$ cat config.mk
export PLATFORM = sky130hd
export DESIGN_NAME = alu_func_decode
export DESIGN_NICKNAME = d
export VERILOG_FILES = /design/src/alu_pkg.sv /design/src/alu_func_decode.sv
export VERILOG_INCLUDE_DIRS = /design/src /design/src/src
export SDC_FILE = /design/constraint.sdc
export NUM_CORES = 1
export LEC_CHECK = 0
export BUFFER_PORTS_ARGS = -buffer_cell sky130_fd_sc_hd__buf_2
export CAP_MARGIN = 10
export CELL_PAD_IN_SITES_DETAIL_PLACEMENT = 1
export CELL_PAD_IN_SITES_GLOBAL_PLACEMENT = 2
export CORE_AREA = 2 2 61 63
export DETAILED_ROUTE_END_ITERATION = 6
export DIE_AREA = 0 0 63 65
export PLACE_DENSITY = 0.95
export SYNTH_ARGS = -nofsm -noshare
export SYNTH_HDL_FRONTEND = slang
export SYNTH_SLANG_ARGS = --single-unit
$ cat constraint.sdc
create_clock -name vclk -period 3.28
set_clock_uncertainty 0.15 [all_clocks]
set_input_delay 0.492 -clock vclk [all_inputs]
set_output_delay 0.492 -clock vclk [all_outputs]
set_load 0.1 [all_outputs]
$ cat src/alu_cfg.svh
`ifndef ALU_CFG_SVH
`define ALU_CFG_SVH

// Datapath and instruction register widths
`define ALU_WIDTH 32
`define IR_WIDTH 49

// Carry, function and mode fields of ir
`define IR_CIN_BIT 2
`define IR_FUNC_LO 3
`define IR_FUNC_HI 6
`define IR_MODE_BIT 7

// Divide step qualifiers, sharing bits with the function field
`define IR_DIVFIRST_BIT 6
`define IR_DIVREM_BIT 5

// Two-bit output select, low bit position
`define IR_OSEL_LO 12

`endif
$ cat src/alu_pkg.sv
`default_nettype none

`include "alu_cfg.svh"

package alu_pkg;

   //////////////////////////////
   // Vector types
   //////////////////////////////

   typedef logic [`ALU_WIDTH-1:0] word_t;
   typedef logic [`IR_WIDTH-1:0] ir_word_t;
   typedef logic [3:0] alu_func_t;
   typedef logic [3:0] nibble_t;
   typedef logic [1:0] osel_t;

   // Encoded as {sub, add}
   typedef enum logic [1:0] {
      op_ir   = 2'b00,
      op_add  = 2'b01,
      op_sub  = 2'b10,
      op_pass = 2'b11
   } alu_op_e;

   //////////////////////////////
   // Bundles
   //////////////////////////////

   typedef struct packed {
      word_t    a;
      word_t    m;
      word_t    q;
      ir_word_t ir;
      logic     iralu;
      logic     irjump;
      logic     div;
      logic     mul;
   } alu_req_t;

   typedef struct packed {
      alu_func_t func;
      logic      mode;
      logic      cin0;
      osel_t     osel;
   } alu_ctl_t;

   typedef struct packed {
      word_t obus;
      word_t alu;
      logic  carry_out;
   } alu_rsp_t;

endpackage

`default_nettype wire

$ cat src/alu_func_decode.sv
`default_nettype none

`include "alu_cfg.svh"

// ALU function, mode, carry in and output select
module alu_func_decode (
   input  alu_pkg::alu_req_t req,
   output alu_pkg::alu_ctl_t ctl
);

   import alu_pkg::*;

   logic    div_last;
   logic    div_add;
   logic    div_sub;
   logic    mul_nop;
   logic    add;
   logic    sub;
   alu_op_e op;

   //////////////////////////////
   // Step conditions
   //////////////////////////////

   // Sign of the partial remainder picks add or subtract on a divide step
   assign div_last = req.q[0] | req.ir[`IR_DIVFIRST_BIT];
   assign div_add  = req.div & (req.ir[`IR_DIVREM_BIT] | ~div_last);
   assign div_sub  = req.div & div_last;

   // Multiply step with a zero multiplier bit passes A through
   assign mul_nop = req.mul & ~req.q[0];

   assign add = (div_add & ~req.a[31]) | (div_sub & req.a[31]) | req.mul;
   assign sub = mul_nop | (div_sub & ~req.a[31]) | (div_add & req.a[31]) | req.irjump;

   assign op = alu_op_e'({sub, add});

   //////////////////////////////
   // Control fields
   //////////////////////////////

   always_comb begin
      case (op)
         op_add: begin
            ctl.func = 4'b1001;
            ctl.mode = 1'b0;
            ctl.cin0 = 1'b0;
         end
         op_sub: begin
            // Jumps compare with A - M - 1
            ctl.func = 4'b0110;
            ctl.mode = 1'b0;
            ctl.cin0 = ~req.irjump;
         end
         op_pass: begin
            ctl.func = 4'b1111;
            ctl.mode = 1'b1;
            ctl.cin0 = 1'b1;
         end
         default: begin
            // Function field bits come in a scrambled order
            ctl.func = {req.ir[`IR_FUNC_LO], req.ir[`IR_FUNC_LO+1],
                        ~req.ir[`IR_FUNC_HI], ~req.ir[`IR_FUNC_HI-1]};
            ctl.mode = ~req.ir[`IR_MODE_BIT];
            ctl.cin0 = req.ir[`IR_CIN_BIT];
         end
      endcase
   end

   assign ctl.osel = req.iralu ? req.ir[`IR_OSEL_LO +: 2] : 2'b00;

   // A divide step passes A through only with the remainder qualifier set
   always_comb begin
      if (req.div && !req.mul && !req.irjump && op == op_pass) begin
         assert (req.ir[`IR_DIVREM_BIT])
            else $error("alu_func_decode: divide step passed A without ir[5]");
      end
   end

endmodule

`default_nettype wire

==> metrics.md, run 1 <==
| Metric | Value |
|---|---|
| Min cycle time layout | 2.40 ns |
| Largest net degree at the start of global routing | 7 |
| Share of layout cells above drive strength 1 | 59.1% |
| Slew margin rel. | 67.6% |
| Drc violations | 0 |
| Sw power | 0.0747 mW |
| Pint | 0.0190 mW |
| Initial DRC Count | 24 |
| CP required | 2.64 ns |
| Switching share of power | 79.7% |
| Arrival time worst endpoint | 1.76 ns |
| Max Slew Vio Count | 0 |
| DRT antenna net count | 0 |
| Count of cell types in the netlist | 14 |
| Fin cells | 92 |
| Lkg Pwr | 0.153 nW |
| Peak supply drop | 0.0286 mV |
| Site row count | 22 |
| F_max | 416 MHz |
| I/O pins | 157 |
| Endpoints failing setup | 0 |
| Pwr/cell area | 306 nW/um^2 |
| Full die area | 4100 um^2 |
| Syn avg cell area | 6.20 um^2 |
| Detailed Routing Iterations Pass 1 | 2 |
| Initial Utilization | 3.90% |
| CORE AREA | 3500 um^2 |
| Die Height | 65 um |
| Final Cycle Share | 73.2% |
| Post-CTS Hold Buffers | 0 |
| Cts repair resizes | 0 |
| Vias in the first global route | 277 |
| Die span in x | 63 um |
| Via count | 233 |
| Status | finished, final reports clean |
| Total GRT Usage | 3.42% |
| Synth Cell Area | 136 um^2 |
| HP Class | in2out |
| RSZ-0062 raised after global routing | false |
| Grt ovf | 0 |
| Crit path max fanout | 5 |
| Cells after synthesis | 22 |
| Total power | 0.0937 mW |
| Routed Wire Length | 694 um |
| Sequential cells | 0 |
| Reg power frac | 0% |
| Placer congestion estimate | 0.729 |
| Sequential Area | 0 um^2 |
| First-pass GRT wire length | 1150 um |
| Total negative slack | 0 ns |
| Clock buffer cells | 0 |
| Endpoint type of the worst setup path | output pin |
| Via-to-Cell Ratio | 2.53 |
| N_diodes | 0 |
| IO Port Bufs | 22 |
| Seq/Total Area, Yosys | 0% |
| Clock power share | 0% |
| WL/cell | 7.54 um |
| Cell count after placement | 92 |
| Max Cap Viol | 0 |
| Critical path launch point type | input pin |
| Logic pwr share | 100.0% |
| # Post-CTS Setup Buffers | 0 |
| Final hold vios | 0 |
| Ys Warns | 0 |
| Post-Syn Nets | 171 |
| Nets | 195 |
| Setup Crit Path Kind | in2out |
| Initial antenna violation count | 0 |
| Post-DP HPWL | 653 um |
| Layout area overhead | 125% |
| Worst slew pin tran | 0.489 ns |
==> cells by family after synthesis <==
family / Yosys count / synth area share (%)
and+or+nand+nor: 9 / 34.9
AOI/OAI and AO/OA: 9 / 54.1
buffers and inverters: 4 / 11.0
==> stage by stage <==
step | utilization, % | worst slack, ns | area (um^2) | hold WS, ns
after floorplan | - | 0.107 | 136 | 1.29
after global placement | 8.77 | 0.859 | 307 | 1.28
after detailed placement | 8.77 | 0.877 | 307 | 1.29
after CTS | 8.77 | 0.875 | 307 | 1.29
after global routing | 8.77 | 0.804 | 307 | 1.30
final | 8.77 | 0.878 | 307 | 1.28
==> metal layers <==
metal / GRT usage (%) / wire length [um] / vias to the layer above
li1: - / - / 122
met1: 3.54 / 254 / 95
met2: 6.12 / 304 / 16
met3: 2.26 / 135 / 0
met4: 0 / 0 / 0
met5: 0 / 0 / -
==> power groups by stage <==
stage	Sequential, mW	Clock (mW)	Combinational, mW
final	0	0	0.0937
after global placement	0	0	0.0936
after global routing	0	0	0.0987
after floorplan	0	0	0.0746
after CTS	0	0	0.0945
after detailed placement	0	0	0.0943
==> cell usage after synthesis (all sizes together) <==
library cell  count  area, um^2
nor2              1        3.75
a22oi             1        7.51
a21oi             1        8.76
o221a             2        22.5
nand2             4        15.0
nand2b            1        6.26
inv               4        15.0
o21ba             1        10.0
o21ai             2        10.0
or4b              1        10.0
and2              2        12.5
a21o              2        15.0
==> cells in the final DEF, fill, tap and decap left out, drive strengths merged <==
| cell type | instances |
|---|---|
| a21o | 2 |
| a21oi | 1 |
| a22oi | 1 |
| and2 | 2 |
| buf | 22 |
| inv | 4 |
| nand2 | 4 |
| nand2b | 1 |
| nor2 | 1 |
| o21ai | 2 |
| o21ba | 1 |
| o221a | 2 |
| or4b | 1 |
==> final timing paths <==
path	from	endpoint	slack, ns	depth (start not counted)
setup / recovery	req[53]	ctl[2]	0.88	5
hold / removal	req[10]	ctl[5]	1.28	3
==> cell type report <==
cell class | count | area (um^2)
Inverter | 4 | 15.0
Tap cell | 48 | 60.1
Multi-Input combinational cell | 18 | 121
Timing Repair Buffer | 22 | 110
Fill cell | 443 | 3190
==> critical path, cell delays in order <==
cell and delay, ns:
buf_2 0.11, o21ba_1 0.19, o221a_2 0.33, a22oi_1 0.18, buf_2 0.45
No activity file was read; power rests on OpenSTA's default activity.
==> run 2: changes to the inputs <==
--- a/config.mk
+++ b/config.mk
@@ -6,6 +6,7 @@
 export SDC_FILE = /design/constraint.sdc
 export NUM_CORES = 1
 export LEC_CHECK = 0
+export ABC_AREA = 1
 export BUFFER_PORTS_ARGS = -buffer_cell sky130_fd_sc_hd__buf_2
 export CAP_MARGIN = 10
 export CELL_PAD_IN_SITES_DETAIL_PLACEMENT = 1
==> constraint.sdc (replaced) <==
create_clock -name vclk -period 1.9
set_clock_uncertainty 0.15 [all_clocks]
set_input_delay 0.285 -clock vclk [all_inputs]
set_output_delay 0.285 -clock vclk [all_outputs]
set_load 0.1 [all_outputs]
==> metrics.md, run 2 <==
| Metric | Value |
|---|---|
| Grt ovf | 0 (unchanged) |
| Min cycle time layout | 1.75 ns |
| Endpoints failing setup | 0 (unchanged) |
| Total GRT Usage | 3.90% (+0.48 points) |
| Via count | 307 (+32%) |
| Placed cell area | 452 um^2 (+47%) |
| Layout area overhead | 146% |
| Vias in the first global route | 305 (+10%) |
| Post-DP HPWL | 745 um (+14%) |
| Cts repair resizes | 0 (unchanged) |
| Most common cell in the synthesized netlist | nand2_1 |
| CORE AREA | 3500 um^2 (unchanged) |
| CP required | 1.46 ns (-1.18 ns) |
| Worst slew pin tran | 0.488 ns (-0.00105 ns) |
| Max Slew Vio Count | 0 (unchanged) |
| Cells taking the most area after synthesis | nand2_1 (29%), inv_1 (20%), nand3_1 (16%), o21ai_1 (8.2%), nor2_4 (6.1%) |
| Arrival time worst endpoint | 1.31 ns (-0.45 ns) |
| Largest net degree at the start of global routing | 6 (-1) |
| WL/cell | 7.02 um (-7.0%) |
| Lkg Pwr | 0.255 nW (+67%) |
| Slew margin rel. | 67.7% (+0.069 points) |
| Post-CTS Hold Buffers | 0 (unchanged) |
| Synth Cell Area | 184 um^2 (+35%) |
| # Post-CTS Setup Buffers | 0 (unchanged) |
| Critical path launch point type | input pin |
| Initial Utilization | 5.26% (+1.4 points) |
| Clock power share | 0% (unchanged) |
| Cells after synthesis | 40 (+82%) |
| Post-synthesis xor/xnor area fraction | 0% (unchanged) |
| Post-Syn Nets | 189 (+11%) |
| Setup Crit Path Kind | in2out |
| Critical Path, Cell by Cell | buf_2 -> inv_1 -> nand2_1 -> nand3_1 -> nand2_1 -> nor2_2 -> nand3_1 -> nand2_1 -> buf_12 |
| Hold path start | req[9] |
| Syn avg cell area | 4.60 um^2 (-26%) |
| Ys Warns | 0 (unchanged) |
| CP top delay family | simple AND/OR/NAND/NOR gates |
| Via-to-Cell Ratio | 2.79 (+10%) |
| Fillers | 449 (+1.4%) |
| HP Class | in2out |
| Status | finished, final reports clean |
| Nets | 213 (+9.2%) |
| Initial antenna violation count | 0 (unchanged) |
| Full die area | 4100 um^2 (unchanged) |
| IO Port Bufs | 22 (unchanged) |
| Logic pwr share | 100.0% (about the same) |
| Pint | 0.0706 mW (+270%) |
| Share of the synthesized area in the top cell type | 28.6% (+12 points) |
| Peak supply drop | 0.0791 mV (+180%) |
| Share of layout cells above drive strength 1 | 48.4% (-11 points) |
| WP buf/inv | 3 (+1) |
| Main combinational cell family by area after synthesis | simple AND/OR/NAND/NOR gates |
| Count of cell types in the netlist | 11 (-3) |
| Drc violations | 0 (unchanged) |
| Initial DRC Count | 4 (-83%) |
| Reg power frac | 0% (unchanged) |
| Routed Wire Length | 772 um (+11%) |
| Sequential cells | 0 (unchanged) |
| Clock buffer cells | 0 (unchanged) |
| Synth top cells by count | nand2_1 (14), inv_1 (10), nand3_1 (6) |
| I/O pins | 157 (unchanged) |
| Seq/Total Area, Yosys | 0% (unchanged) |
| RSZ-0062 raised after global routing | false |
| Critical Path Source | req[10] |
| M2 GR Usage | 8.11% (+2.0 points) |
| Switching share of power | 68.0% (-12 points) |
| Max Cap Viol | 0 (unchanged) |
| N_diodes | 0 (unchanged) |
| Multiplexer share of the synthesized area | 0% (unchanged) |
| First-pass GRT wire length | 1320 um (+15%) |
| Die Height | 65 um (unchanged) |
| Sequential Area | 0 um^2 (unchanged) |
| Die span in x | 63 um (unchanged) |
| Placer congestion estimate | 0.689 (-5.6%) |
| Crit path top cell by count | nand2_1 |
| Adder-cell share of the synthesized area | 0% (unchanged) |
| Sw power | 0.150 mW (+100%) |
| M1 GR Usage | 4.17% (+0.62 points) |
| Synth area leader | nand2_1 |
| Endpoint type of the worst setup path | output pin |
| Total power | 0.220 mW (+140%) |
| DRT antenna net count | 0 (unchanged) |
| Compound-Gate Fraction of Synth Area | 17.7% (-36 points) |
| Commonest non-fill, non-tap cell in the layout | buf_2 |
| Post-route cell area | 452 um^2 (+47%) |
| F_max | 572 MHz |
| M3 GR Usage | 0.868% (-1.4 points) |
| Final hold vios | 0 (unchanged) |
| Critical Path Max Stage Delay | 0.24 ns (-0.21 ns) |
| Most frequent cells in the layout | buf_2 (16), nand2_1 (14), inv_1 (10) |
| Slowest CP cell | nor2_2 |
| GR peak layer | met2 |
| Final Cycle Share | 92.1% |
| Pwr/cell area | 488 nW/um^2 (+60%) |
| Detailed Routing Iterations Pass 1 | 4 (+2) |
| Crit path max fanout | 5 (unchanged) |
| Synth Area in Simple Gates | 59.9% (+25 points) |
| Site row count | 22 (unchanged) |
run 2: cell count changes after synthesis, sizes merged, moves of 2 or more:
| cell | before | now |
|---|---|---|
| o221a | 2 | 0 |
| a21o | 2 | 0 |
| inv | 4 | 11 |
| and2 | 2 | 0 |
| o21ai | 2 | 4 |
| nor2 | 1 | 3 |
| nand3 | 0 | 6 |
| nand2 | 4 | 15 |
run 2: logic make-up after synthesis:
kind of cell           after synthesis
and+or+nand+nor                     24
AOI/OAI and AO/OA                    5
buffers and inverters               11
run 2: layout make-up:
cell class | count | area (um^2) | share of cell area, %
Timing Repair Buffer | 22 | 200 | 44.3
Tap cell | 48 | 60.1 | 13.3
Multi-Input combinational cell | 29 | 150 | 33.2
Inverter | 11 | 41.3 | 9.14
run 2: power by group through the flow:
stage	logic, mW	clock network (mW)	registers (mW)
global placement	0.222	0	0
floorplan	0.140	0	0
detailed placement	0.223	0	0
CTS	0.223	0	0
global route	0.232	0	0
finish	0.220	0	0
run 2: final timing paths:
kind,slack [ns],cells past startpoint,endpoint
worst max-delay path,0.15,9,ctl[2]
worst min-delay path,0.75,3,ctl[4]
run 2: routing by layer:
layer | vias up | share of wire [%] | routed length [um]
met5 | - | 0 | 0
met4 | 0 | 0 | 0
met3 | 0 | 10 | 78
met2 | 16 | 48 | 371
met1 | 125 | 42 | 323
li1 | 166 | - | -
run 2: metrics by stage:
stage	hold slack (ns)	TNS, ns	util [%]	cells	setup WS [ns]
final	0.754	0	12.9	110	0.151
after floorplan	0.712	-0.00293	-	40	-0.00293
after CTS	0.761	0	12.9	110	0.127
after global placement	0.766	0	12.9	110	0.149
after detailed placement	0.761	0	12.9	110	0.127
after global routing	0.770	0	12.9	110	0.0412
